`config.mk`:
```
export PLATFORM = sky130hd
export DESIGN_NAME = dcache_top
export DESIGN_NICKNAME = d
export VERILOG_FILES = /design/src/rtl/dcache_pkg.sv /design/src/rtl/dcache_top.sv /design/src/rtl/dcache_ctrl.sv /design/src/rtl/dcache_data_store.sv /design/src/rtl/dcache_tag_store.sv
export SDC_FILE = /design/constraint.sdc
export NUM_CORES = 2
export LEC_CHECK = 0
export BUFFER_PORTS_ARGS = -buffer_cell sky130_fd_sc_hd__buf_2
export CAP_MARGIN = 15
export CELL_PAD_IN_SITES_DETAIL_PLACEMENT = 1
export CELL_PAD_IN_SITES_GLOBAL_PLACEMENT = 2
export CORE_MARGIN = 2
export CORE_UTILIZATION = 25
export CTS_CLUSTER_SIZE = 24
export DETAILED_ROUTE_END_ITERATION = 6
export PLACE_DENSITY = 0.56
export SYNTH_ARGS = -nofsm -noshare
export SYNTH_HDL_FRONTEND = slang
export SYNTH_HIERARCHICAL = 1
export SYNTH_SLANG_ARGS = --single-unit
```
`constraint.sdc`:
```
create_clock -name clk -period 4.95 [get_ports clk]
set_input_delay 0.2475 -clock clk [delete_from_list [all_inputs] [get_ports clk]]
set_output_delay 0.2475 -clock clk [all_outputs]
set_load 0.03 [all_outputs]
```
`src/rtl/dcache_pkg.sv`:
```
// ==============================
// Shared widths and types of the two-way data cache
// Way count is fixed at two, the LRU logic needs it
// Memory bursts always move one whole line
// ==============================
package dcache_pkg;

    // Fixed geometry
    localparam int num_ways         = 2;
    localparam int addr_bits        = 32;
    localparam int data_bits        = 32;
    localparam int byte_offset_bits = 2;

    // Miss handling FSM
    typedef enum logic [2:0] {
        IDLE,
        WB_ADDR,
        WB_DATA,
        WB_RESP,
        FILL_ADDR,
        FILL_DATA
    } cache_state_e;

    // Core request, held until busy is low
    typedef struct packed {
        logic                   read;
        logic                   write;
        logic [addr_bits-1:0]   addr;
        logic [data_bits-1:0]   wdata;
        logic [data_bits/8-1:0] byte_en;
    } cpu_req_t;

    // Cache toward main memory
    typedef struct packed {
        logic                 ar_valid;
        logic [addr_bits-1:0] ar_addr;
        logic                 aw_valid;
        logic [addr_bits-1:0] aw_addr;
        logic                 w_valid;
        logic [data_bits-1:0] w_data;
        logic                 w_last;
        logic                 b_ready;
        logic                 r_ready;
    } mem_req_t;

    // Main memory back to the cache
    typedef struct packed {
        logic                 ar_ready;
        logic                 aw_ready;
        logic                 w_ready;
        logic                 b_valid;
        logic                 r_valid;
        logic [data_bits-1:0] r_data;
        logic                 r_last;
    } mem_rsp_t;

endpackage
```
`src/rtl/dcache_top.sv`:
```
// ==============================
// Two-way write-back data cache
// Read hits answer in the same cycle
// Misses stall the core through busy
// ==============================
`timescale 1ns/1ps

module dcache_top
    import dcache_pkg::*;
#(
    parameter int words_per_line = 8,
    parameter int num_sets       = 4,
    localparam int word_off_bits = $clog2(words_per_line),
    localparam int set_bits      = $clog2(num_sets),
    localparam int tag_bits      = addr_bits - set_bits - word_off_bits - byte_offset_bits
) (
    input  logic                 clk,
    input  logic                 rst_n,
    input  cpu_req_t             cpu_req,
    input  mem_rsp_t             mem_rsp,
    output logic [data_bits-1:0] read_data,
    output logic                 busy,
    output mem_req_t             mem_req
);

    // Tag store results
    logic                     hit;
    logic                     hit_way;
    logic                     victim_way;
    logic                     victim_dirty;
    logic [tag_bits-1:0]      victim_tag;

    // Controller strobes
    logic                     touch;
    logic                     hit_write;
    logic                     fill_we;
    logic                     fill_done;
    logic                     fill_way;
    logic [word_off_bits-1:0] word_ptr;
    logic [data_bits-1:0]     line_word;

    dcache_ctrl #(
        .words_per_line (words_per_line),
        .num_sets       (num_sets)
    ) ctrl_i (
        .clk          (clk),
        .rst_n        (rst_n),
        .cpu_req      (cpu_req),
        .hit          (hit),
        .victim_way   (victim_way),
        .victim_dirty (victim_dirty),
        .victim_tag   (victim_tag),
        .line_word    (line_word),
        .mem_rsp      (mem_rsp),
        .mem_req      (mem_req),
        .busy         (busy),
        .touch        (touch),
        .hit_write    (hit_write),
        .fill_we      (fill_we),
        .fill_done    (fill_done),
        .fill_way     (fill_way),
        .word_ptr     (word_ptr)
    );

    dcache_tag_store #(
        .words_per_line (words_per_line),
        .num_sets       (num_sets)
    ) tag_store_i (
        .clk          (clk),
        .rst_n        (rst_n),
        .addr         (cpu_req.addr),
        .touch        (touch),
        .hit_write    (hit_write),
        .fill_done    (fill_done),
        .fill_way     (fill_way),
        .hit          (hit),
        .hit_way      (hit_way),
        .victim_way   (victim_way),
        .victim_dirty (victim_dirty),
        .victim_tag   (victim_tag)
    );

    // Refill data comes straight from the r channel
    dcache_data_store #(
        .words_per_line (words_per_line),
        .num_sets       (num_sets)
    ) data_store_i (
        .clk       (clk),
        .cpu_req   (cpu_req),
        .hit_way   (hit_way),
        .hit_write (hit_write),
        .fill_we   (fill_we),
        .fill_way  (fill_way),
        .word_ptr  (word_ptr),
        .fill_data (mem_rsp.r_data),
        .read_data (read_data),
        .line_word (line_word)
    );

endmodule

```
`src/rtl/dcache_ctrl.sv`:
```
// ==============================
// Miss FSM: write-back of a dirty victim, then line refill
// Write responses are taken as OK
// The core must hold its request while busy is high
// ==============================
`timescale 1ns/1ps

module dcache_ctrl
    import dcache_pkg::*;
#(
    parameter int words_per_line = 8,
    parameter int num_sets       = 4,
    localparam int word_off_bits = $clog2(words_per_line),
    localparam int set_bits      = $clog2(num_sets),
    localparam int tag_bits      = addr_bits - set_bits - word_off_bits - byte_offset_bits
) (
    input  logic                     clk,
    input  logic                     rst_n,
    input  cpu_req_t                 cpu_req,
    input  logic                     hit,
    input  logic                     victim_way,
    input  logic                     victim_dirty,
    input  logic [tag_bits-1:0]      victim_tag,
    input  logic [data_bits-1:0]     line_word,
    input  mem_rsp_t                 mem_rsp,
    output mem_req_t                 mem_req,
    output logic                     busy,
    output logic                     touch,
    output logic                     hit_write,
    output logic                     fill_we,
    output logic                     fill_done,
    output logic                     fill_way,
    output logic [word_off_bits-1:0] word_ptr
);

    localparam logic [word_off_bits-1:0] last_word = word_off_bits'(words_per_line - 1);

    cache_state_e             state;
    cache_state_e             next_state;
    logic                     next_fill_way;
    logic [word_off_bits-1:0] next_word_ptr;
    logic                     access;
    logic                     in_idle;
    logic [tag_bits-1:0]      req_tag;
    logic [set_bits-1:0]      req_set;

    assign req_tag = cpu_req.addr[addr_bits-1 -: tag_bits];
    assign req_set = cpu_req.addr[byte_offset_bits + word_off_bits +: set_bits];
    assign access  = cpu_req.read || cpu_req.write;
    assign in_idle = (state == IDLE);

    // ==============================
    // Core side
    // ==============================
    assign busy      = !in_idle || (access && !hit);
    assign touch     = in_idle && access && hit;
    assign hit_write = in_idle && cpu_req.write && hit;

    // Refill beats go straight into the data store
    assign fill_we   = (state == FILL_DATA) && mem_rsp.r_valid;
    assign fill_done = fill_we && mem_rsp.r_last;

    always_ff @(posedge clk) begin
        if (!rst_n) begin
            state    <= IDLE;
            fill_way <= 1'b0;
            word_ptr <= '0;
        end else begin
            state    <= next_state;
            fill_way <= next_fill_way;
            word_ptr <= next_word_ptr;
        end
    end

    // ==============================
    // Next state and memory channels
    // ==============================
    always_comb begin
        next_state    = state;
        next_fill_way = fill_way;
        next_word_ptr = word_ptr;

        mem_req         = '0;
        mem_req.ar_addr = {req_tag, req_set, {(word_off_bits + byte_offset_bits){1'b0}}};
        mem_req.aw_addr = {victim_tag, req_set, {(word_off_bits + byte_offset_bits){1'b0}}};
        mem_req.w_data  = line_word;

        unique case (state)
            IDLE: begin
                if (access && !hit) begin
                    next_fill_way = victim_way;
                    next_word_ptr = '0;
                    if (victim_dirty) begin
                        next_state = WB_ADDR;
                    end else begin
                        next_state = FILL_ADDR;
                    end
                end
            end
            WB_ADDR: begin
                mem_req.aw_valid = 1'b1;
                if (mem_rsp.aw_ready) begin
                    next_state = WB_DATA;
                end
            end
            WB_DATA: begin
                mem_req.w_valid = 1'b1;
                mem_req.w_last  = (word_ptr == last_word);
                if (mem_rsp.w_ready) begin
                    next_word_ptr = word_ptr + 1'b1;
                    if (mem_req.w_last) begin
                        next_state = WB_RESP;
                    end
                end
            end
            WB_RESP: begin
                mem_req.b_ready = 1'b1;
                if (mem_rsp.b_valid) begin
                    next_state = FILL_ADDR;
                end
            end
            FILL_ADDR: begin
                mem_req.ar_valid = 1'b1;
                if (mem_rsp.ar_ready) begin
                    next_word_ptr = '0;
                    next_state    = FILL_DATA;
                end
            end
            FILL_DATA: begin
                mem_req.r_ready = 1'b1;
                if (mem_rsp.r_valid) begin
                    next_word_ptr = word_ptr + 1'b1;
                    if (mem_rsp.r_last) begin
                        next_state = IDLE;
                    end
                end
            end
            default: begin
                next_state = IDLE;
            end
        endcase
    end

    // Core contract
    a_no_read_and_write: assert property (@(posedge clk) disable iff (!rst_n)
        !(cpu_req.read && cpu_req.write));

    a_req_held_while_busy: assert property (@(posedge clk) disable iff (!rst_n)
        busy |=> $stable(cpu_req));

    a_w_last_needs_valid: assert property (@(posedge clk) disable iff (!rst_n)
        mem_req.w_last |-> mem_req.w_valid);

endmodule

```
`src/rtl/dcache_data_store.sv`:
```
// ==============================
// Line data of both ways, no reset
// Hit writes and refill beats never share a cycle
// ==============================
`timescale 1ns/1ps

module dcache_data_store
    import dcache_pkg::*;
#(
    parameter int words_per_line = 8,
    parameter int num_sets       = 4,
    localparam int word_off_bits = $clog2(words_per_line),
    localparam int set_bits      = $clog2(num_sets)
) (
    input  logic                     clk,
    input  cpu_req_t                 cpu_req,
    input  logic                     hit_way,
    input  logic                     hit_write,
    input  logic                     fill_we,
    input  logic                     fill_way,
    input  logic [word_off_bits-1:0] word_ptr,
    input  logic [data_bits-1:0]     fill_data,
    output logic [data_bits-1:0]     read_data,
    output logic [data_bits-1:0]     line_word
);

    logic [data_bits-1:0] lines [num_ways][num_sets][words_per_line];

    logic [set_bits-1:0]      req_set;
    logic [word_off_bits-1:0] req_word;
    logic [data_bits-1:0]     byte_mask;
    logic [data_bits-1:0]     hit_word;

    assign req_set  = cpu_req.addr[byte_offset_bits + word_off_bits +: set_bits];
    assign req_word = cpu_req.addr[byte_offset_bits +: word_off_bits];

    // Expand byte enables to a bit mask
    always_comb begin
        for (int b = 0; b < data_bits / 8; b++) begin
            byte_mask[8*b +: 8] = {8{cpu_req.byte_en[b]}};
        end
    end

    assign hit_word  = lines[hit_way][req_set][req_word];
    assign read_data = hit_word;

    // Write-back source, walks the victim line
    assign line_word = lines[fill_way][req_set][word_ptr];

    always_ff @(posedge clk) begin
        if (hit_write) begin
            lines[hit_way][req_set][req_word] <=
                (hit_word & ~byte_mask) | (cpu_req.wdata & byte_mask);
        end else if (fill_we) begin
            lines[fill_way][req_set][word_ptr] <= fill_data;
        end
    end

endmodule

```
`src/rtl/dcache_tag_store.sv`:
```
// ==============================
// Tag, valid, dirty and LRU state of both ways
// words_per_line and num_sets must be powers of two, at least 2
// One LRU bit per set holds the index of the LRU way
// ==============================
`timescale 1ns/1ps

module dcache_tag_store
    import dcache_pkg::*;
#(
    parameter int words_per_line = 8,
    parameter int num_sets       = 4,
    localparam int word_off_bits = $clog2(words_per_line),
    localparam int set_bits      = $clog2(num_sets),
    localparam int tag_bits      = addr_bits - set_bits - word_off_bits - byte_offset_bits
) (
    input  logic                 clk,
    input  logic                 rst_n,
    input  logic [addr_bits-1:0] addr,
    input  logic                 touch,
    input  logic                 hit_write,
    input  logic                 fill_done,
    input  logic                 fill_way,
    output logic                 hit,
    output logic                 hit_way,
    output logic                 victim_way,
    output logic                 victim_dirty,
    output logic [tag_bits-1:0]  victim_tag
);

    logic [tag_bits-1:0] tags  [num_ways][num_sets];
    logic                valid [num_ways][num_sets];
    logic                dirty [num_ways][num_sets];
    logic                lru   [num_sets];

    logic [tag_bits-1:0] req_tag;
    logic [set_bits-1:0] req_set;
    logic [num_ways-1:0] way_hit;

    assign req_tag = addr[addr_bits-1 -: tag_bits];
    assign req_set = addr[byte_offset_bits + word_off_bits +: set_bits];

    // ==============================
    // Lookup
    // ==============================
    always_comb begin
        for (int w = 0; w < num_ways; w++) begin
            way_hit[w] = valid[w][req_set] && (tags[w][req_set] == req_tag);
        end
    end

    assign hit     = |way_hit;
    assign hit_way = way_hit[1];

    // Victim is whatever the LRU bit points at
    assign victim_way   = lru[req_set];
    assign victim_dirty = valid[victim_way][req_set] && dirty[victim_way][req_set];
    assign victim_tag   = tags[victim_way][req_set];

    // ==============================
    // Update
    // ==============================
    always_ff @(posedge clk) begin
        if (!rst_n) begin
            for (int w = 0; w < num_ways; w++) begin
                for (int s = 0; s < num_sets; s++) begin
                    tags[w][s]  <= '0;
                    valid[w][s] <= 1'b0;
                    dirty[w][s] <= 1'b0;
                end
            end
            for (int s = 0; s < num_sets; s++) begin
                lru[s] <= 1'b0;
            end
        end else begin
            if (touch) begin
                lru[req_set] <= ~hit_way;
            end
            if (hit_write) begin
                dirty[hit_way][req_set] <= 1'b1;
            end
            // New line arrives clean, other way becomes LRU
            if (fill_done) begin
                tags[fill_way][req_set]  <= req_tag;
                valid[fill_way][req_set] <= 1'b1;
                dirty[fill_way][req_set] <= 1'b0;
                lru[req_set]             <= ~fill_way;
            end
        end
    end

    // A line lives in one way only, so a refill never duplicates a tag
    a_single_way_hit: assert property (@(posedge clk) disable iff (!rst_n)
        !(way_hit[0] && way_hit[1]));

endmodule

```
Yosys cells after proc, flatten, opt, wreduce, memory -nomap -nowiden
Memories as Yosys holds them, arrays and structs flattened. A register that Yosys moved wholly into a read port is not among the register bits.
Index checks and enable logic that the tools add are counted.
{"block": "word_totals", "regBits": 7, "ramBits": 2268, "in_bits": 110, "word_cells": 173, "mem_count": 5}
{"block": "op_classes", "add_sub_neg": 1, "magnitude_cmp": 6, "n_eq_ne": 16, "muxes": 103, "bitwise": 10, "reduce_logical": 29}
{"name": "data_store_i.lines", "depth": 2, "width": 1024, "rd": 2, "rd_ports_with_merged_regs": 1, "write_ports": 1, "line": "dcache_data_store.sv:27", "text": "logic [data_bits-1:0] lines [num_ways][num_sets][words_per_line];"}
{"name": "tag_store_i.tags", "depth": 2, "width": 100, "rd": 3, "rd_ports_with_merged_regs": 0, "write_ports": 2, "line": "dcache_tag_store.sv:31", "text": "logic [tag_bits-1:0] tags [num_ways][num_sets];"}
{"name": "tag_store_i.dirty", "depth": 2, "width": 4, "rd": 1, "rd_ports_with_merged_regs": 0, "write_ports": 2, "line": "dcache_tag_store.sv:33", "text": "logic dirty [num_ways][num_sets];"}
{"name": "tag_store_i.valid", "depth": 2, "width": 4, "rd": 3, "rd_ports_with_merged_regs": 0, "write_ports": 2, "line": "dcache_tag_store.sv:32", "text": "logic valid [num_ways][num_sets];"}
{"name": "tag_store_i.lru", "depth": 4, "width": 1, "rd": 1, "rd_ports_with_merged_regs": 0, "write_ports": 4, "line": "dcache_tag_store.sv:34", "text": "logic lru [num_sets];"}
{"cell": "$mux 1024", "n": 4}
{"cell": "$mux 256", "n": 6}
{"cell": "$bmux 256 s2", "n": 2}
{"cell": "$demux 256 s2", "n": 2}
{"cell": "$reduce_or 1024->1", "n": 1}
{"cell": "$mux 100", "n": 3}
{"cell": "$bmux 32 s3", "n": 2}
{"cell": "$demux 32 s3", "n": 2}
{"cell": "$mux 32", "n": 6}
{"cell": "$mux 25", "n": 7}
{"cell": "$bmux 25 s2", "n": 3}
{"cell": "$reduce_or 100->1", "n": 1}
{"cell": "$and 32x32->32", "n": 2}
{"cell": "$demux 25 s2", "n": 1}
{"cell": "$eq 25x25->1", "n": 2}
{"cell": "$mux 3", "n": 13}
{"cell": "$mux 1", "n": 36}
{"cell": "$mux 4", "n": 8}
{"cell": "$not 32->32", "n": 1}
{"cell": "$or 32x32->32", "n": 1}
{"cell": "$pmux 3 s6", "n": 1}
{"cell": "$ne 2x2->1 const B", "n": 7}
{"cell": "$logic_and 1x1->1", "n": 13}
{"cell": "$pmux 3 s4", "n": 1}
{"cell": "other kinds (26)", "n": 40}

Depth between registers and ports, before layout
An unclocked memory read counts as a cell.
{"block": "depth", "word_depth": 16, "ltp_mapped": 19}

Cells and area by module
Netlist, hierarchy kept.
{"mod": "dcache_data_store", "instances": 1, "cells_each": 5331, "area_each_um2": 95695.5, "seq_area_each_um2": 61499.0}
{"mod": "dcache_tag_store", "instances": 1, "cells_each": 698, "area_each_um2": 10422.5, "seq_area_each_um2": 6486.2}
{"mod": "dcache_ctrl", "instances": 1, "cells_each": 169, "area_each_um2": 1321.3, "seq_area_each_um2": 140.1}

Worst setup path before layout
OpenSTA, ideal clock, no wires.
{"block": "synth_timing", "path_type": "input -> register", "start": "input cpu_req[41] (netlist name)", "end": "memory data_store_i/lines[0][832] (netlist name), enable pin", "setup_time_ns": 0.421, "t_arrival_ns": 4.703, "required_time_ns": 4.529, "setup_slack_ns": -0.174, "path_stages": 15, "cell_sequence": "buf_6 -> buf_6 -> buf_8 -> buf_2 -> mux4_2 -> xor2_1 -> nor4_1 -> a41o_1 -> and3_1 -> clkbuf_1 -> nor2b_1 -> buf_1 -> mux2i_1 -> nand2_1 -> nor2_1"}
{"block": "synth_between", "elab_chain_len": 12}
{"item": "start, declared", "line": "dcache_top.sv:19", "text": "input cpu_req_t cpu_req,"}
{"item": "$not 2->3 (not written as such) (*)", "line": "dcache_tag_store.sv:48", "text": "way_hit[w] = valid[w][req_set] && (tags[w][req_set] == req_tag);"}
{"item": "$bmux 25 s2", "line": "dcache_tag_store.sv:48"}
{"item": "$mux 25 (not written as such) (2 in a row)", "line": "dcache_tag_store.sv:48"}
{"item": "$eq 25x25->1", "line": "dcache_tag_store.sv:48"}
{"item": "$logic_and 1x1->1", "line": "dcache_tag_store.sv:48"}
{"item": "$reduce_or 2->1 (*)", "line": "dcache_tag_store.sv:52", "text": "assign hit = |way_hit;"}
{"item": "named net hit", "line": "dcache_top.sv:27", "text": "logic hit;"}
{"item": "$logic_and 1x1->1 (*)", "line": "dcache_ctrl.sv:57", "text": "assign hit_write = in_idle && cpu_req.write && hit;"}
{"item": "named net hit_write", "line": "dcache_top.sv:35", "text": "logic hit_write;"}
{"item": "$mux 1", "line": "dcache_data_store.sv:51", "text": "if (hit_write) begin"}
{"item": "$mux 1024 (not written as such)", "line": "dcache_data_store.sv:55", "text": "lines[fill_way][req_set][word_ptr] <= fill_data;"}
{"item": "$reduce_or 1024->1 (no line)"}
{"item": "$mux 1 (no line) or $mux 1024 (tied branches)"}
{"item": "end, declared", "line": "dcache_data_store.sv:27"}
Mark *: on every way through the listed nets, which the timed path passes. The rest lies on a longest branch. The select of a mux whose other input is x is not followed.

==> out/results.tsv <==
stage	metric	value	unit
clock_network	cts_max_path_buffers	4	
global_routing	grt_max_degree	117	
logic_synthesis	synth_seq_cells	2275	
sta	min_period	5.37	ns
pwr	p_leak	43.5	nW
status	status	complete, but fails checks	
floorplanning	die-area	435000	um2
worst_setup_path	critical_path.max_fanout	6	
logic_synthesis	synth_seq_area_share	63.4	%
cells_and_area	nNetsFinal	7275	
logic_synthesis	muxShareOfSynthArea	25.0	%
global_routing	grt_pass1_wl	611000	um
logic_synthesis	syn_area	107000	um2
floorplanning	io_pins	245	
sta	period_share	108	%
placed_design	port_buffers	232	
flow_run	maxCapViolations	0	
logic_synthesis	yosysTopAreaCell	edfxtp_1	
sta	relSlewSlack	25.5	%
floorplanning	std_cell_rows	240	
logic_synthesis	yosys_warnings	6	
worst_setup_path	cpMaxStageDelayCell	mux4_2	
placed_design	dpl.hpwl	286000	um
floorplanning	die_y	660	um
worst_setup_path	critPathKind	reg -> out	
sta	fmax	186	MHz
logic_synthesis	synth_ff_type	edfxtp_1	
logic_synthesis	async_flop_share	0	%
routing	first_pass_iters	6	
min_path	hp-class	in -> reg	
worst_setup_path	r2r_end	data_store_i/lines[0][49]$_DFFE_PP_	
global_routing	overflow	0	
logic_synthesis	netlist_instances	6198	
sta	slew_violations	0	
floorplanning	die_w	660	um
min_path	holdPathStages	3	
worst_setup_path	ff2ff_setup_slack	-0.02	ns
sta	worst_slew_pin_slew	1.11	ns
worst_setup_path	worstPathArrival	5.12	ns
routing	drtIter0Drc	7454	
cells_and_area	area_growth	27.1	%
clock_network	cts_buffers	271	
worst_setup_path	crit_path_start_kind	flop	
global_routing	grt_pass1_vias	71223	
sta	fin_skew	0.0942	ns
logic_synthesis	synth_top_family_by_area	multiplexers	
worst_setup_path	crit_buf_inv	9	
status	violations	negative setup slack	
sta	setup_ws	-0.421	ns
worst_setup_path	crit_family	simple AND/OR/NAND/NOR gates	
clock_network	worstSkewPairLatency	0.95	ns
worst_setup_path	crit_required	4.70	ns
min_path	hold_path_end	tag_store_i/tags[0][62]$_SDFFCE_PN0P_	
logic_synthesis	ys_types	75	
clock_network	clkSlewWorstSetupHoldPaths	0.06	ns
min_path	min_from	cpu_req[55]	
global_routing	antenna_found_initial	26	
routing	ant_nets	0	
logic_synthesis	synth_area_per_cell	17.3	um2
routing	drc	0	
routing	vias	68602	
worst_setup_path	reg2reg_from	tag_store_i/tags[1][74]$_DFFE_PP_	
clock_network	cts-root-buf	clkbuf_16	
logic_synthesis	synthMostInstantiatedCell	edfxtp_1	
sta	rsz0062_at_grt	yes	
routing	wirelength	452000	um
placed_design	place_inst	12357	
logic_synthesis	synth_edf_count	2256	
routing	vias_per_cell	5.25	
clock_network	h-tree-depth	5	
logic_synthesis	synth.top_cell.area_share	63.1	%
pwr	p_total	0.0469	W
cells_and_area	drive_above_1_share	35.3	%
sta	hold_slack	0.0424	ns
sta	hold_viol	0	
logic_synthesis	synth_compound_area_share	4.83	%
sta	setup_viol	57	
worst_setup_path	cp-end-kind	primary output	
placed_design	place.gp.congestion	0.819	
floorplanning	design.core.area	428000	um2
logic_synthesis	synthAdderAreaFrac	0.0233	%
worst_setup_path	critPathMaxStageDelay	0.52	ns
clock_network	tritoncts	yes	
worst_setup_path	reg2reg_depth	20	
logic_synthesis	synthSimpleGateAreaFrac	3.19	%
cells_and_area	fin_cells	13072	
routing	drt-wirelength-per-cell	34.6	um
global_routing	grt_use_total	20.2	%
placed_design	post-place-ws	-0.708	ns
worst_setup_path	worstPathCellList	mux4_2, xnor2_2, nand4_1, and4b_1, and4_4, buf_12, buf_16, buf_16, buf_12, buf_16, buf_12, buf_12, buf_16, mux2i_4, a22oi_2, nand3_1, nand4_1, or3_4, buf_6	
logic_synthesis	synthTopCellsByArea	edfxtp_1 (63%), mux4_2 (14%), mux2i_1 (10%)	
logic_synthesis	synth-xor-area-share	0.417	%
pwr	power_density	343	nW/um2
floorplanning	start_util	25.1	%
logic_synthesis	synth_common_cells	edfxtp_1 (2256), mux2i_1 (1102), mux4_2 (688), o22ai_1 (289), a22oi_1 (256)	
pwr	ir_drop	0.250	mV
clock_network	clock-sinks	2275	
## power breakdown
part           leakage [nW]  internal (W)  total [W]  switching (W)
sequential             20.7        0.0219     0.0220      0.0000740
combinational          18.6       0.00180    0.00500        0.00320
clock                  4.21        0.0115     0.0199        0.00841
total                  43.5        0.0352     0.0469         0.0117
## repair_timing
item                       4_1_cts  5_1_grt
hold endpoints to repair       187        0
resized for setup              295      194
setup buffers                  113       90
hold buffers                    38        0
setup endpoints to repair     1297      684
pin swaps                       70      118
gates cloned                    23       11
## cells in the final DEF (no fill, tap or decap), drive strengths merged, types with 6 or more instances in the layout
master	n
a21oi	18
a22oi	256
a31oi	32
and2	103
and3	54
buf	1226
bufinv	21
clkbuf	345
clkinv	102
clkinvlp	7
conb	10
dfxtp	19
diode	12
dlygate4sd3	38
edfxtp	2256
inv	68
mux2	27
mux2i	1102
mux4	688
nand2	74
nand2b	9
nand3	105
nand4	43
nor2	128
nor2b	6
nor3	17
o21ai	121
o22ai	289
o31a	32
or3	34
or4	34
xnor2	29
xor2	17
## state kept, by name, summed over array words and instances (netlist names)
signal and count:
ctrl_i/state 3, tag_store_i/lru 4, ctrl_i/fill_way 1, tag_store_i/tags 200
tag_store_i/dirty 8, ctrl_i/word_ptr 3, data_store_i/lines 2048, tag_store_i/valid 8
## kinds of logic after synthesis
group                    count (synthesis)
other                                    1
multiplexers                          1817
AO/OA/AOI/OAI                          778
XOR/XNOR                                46
buffers and inverters                  644
adder cells (fa/ha/maj)                  2
AND/OR/NAND/NOR                        635
flip-flops                            2275
## stage by stage
stage	TNS [ns]	utilization, %	area (um2)
floorplan	-257.32	-	107000
global placement	-1058.21	28.9	124000
detailed placement	-853.01	28.9	124000
CTS	-12.74	31.6	135000
global route	-21.12	31.9	137000
finish	-9.00	31.9	137000
## routing by layer
layer | track usage [%] | wire, um | vias up | part of all wire (%)
met5 | 0 | 13 | - | 0.0029
met4 | 6.37 | 16800 | 2 | 3.7
met3 | 2.46 | 26700 | 630 | 5.9
met2 | 32.8 | 210000 | 2633 | 47
met1 | 28.1 | 198000 | 37685 | 44
li1 | - | - | 27652 | -
## tightest hold or removal path, cell delays in order
cell    delay (ns)
buf_2         0.19
buf_4         0.22
and2_1        0.14
## area by class of cell
type / count / area [um2]
clock inverter: 146 / 1400
fill: 43740 / 291000
timing repair buffer: 1275 / 15100
antenna: 12 / 30.0
multi-input combinational: 3288 / 37400
inverter: 52 / 195
tap: 5687 / 7120
sequential: 2275 / 68100
clock buffer: 337 / 7220
## worst max path at each step
stage	from	endpoint	slack, ns	cells after the start
finish	tag_store_i/tags[1][74]$_DFFE_PP_	read_data[17]	-0.42	19
CTS	tag_store_i/tags[1][74]$_DFFE_PP_	read_data[0]	-0.52	17
detailed placement	cpu_req[41]	data_store_i/lines[0][662]$_DFFE_PP_	-0.71	18
floorplan	cpu_req[41]	data_store_i/lines[0][832]$_DFFE_PP_	-0.17	15
global placement	cpu_req[41]	data_store_i/lines[1][662]$_DFFE_PP_	-0.81	18
global route	tag_store_i/tags[1][74]$_DFFE_PP_	read_data[17]	-0.55	19
(Power assumes the default switching activity.)
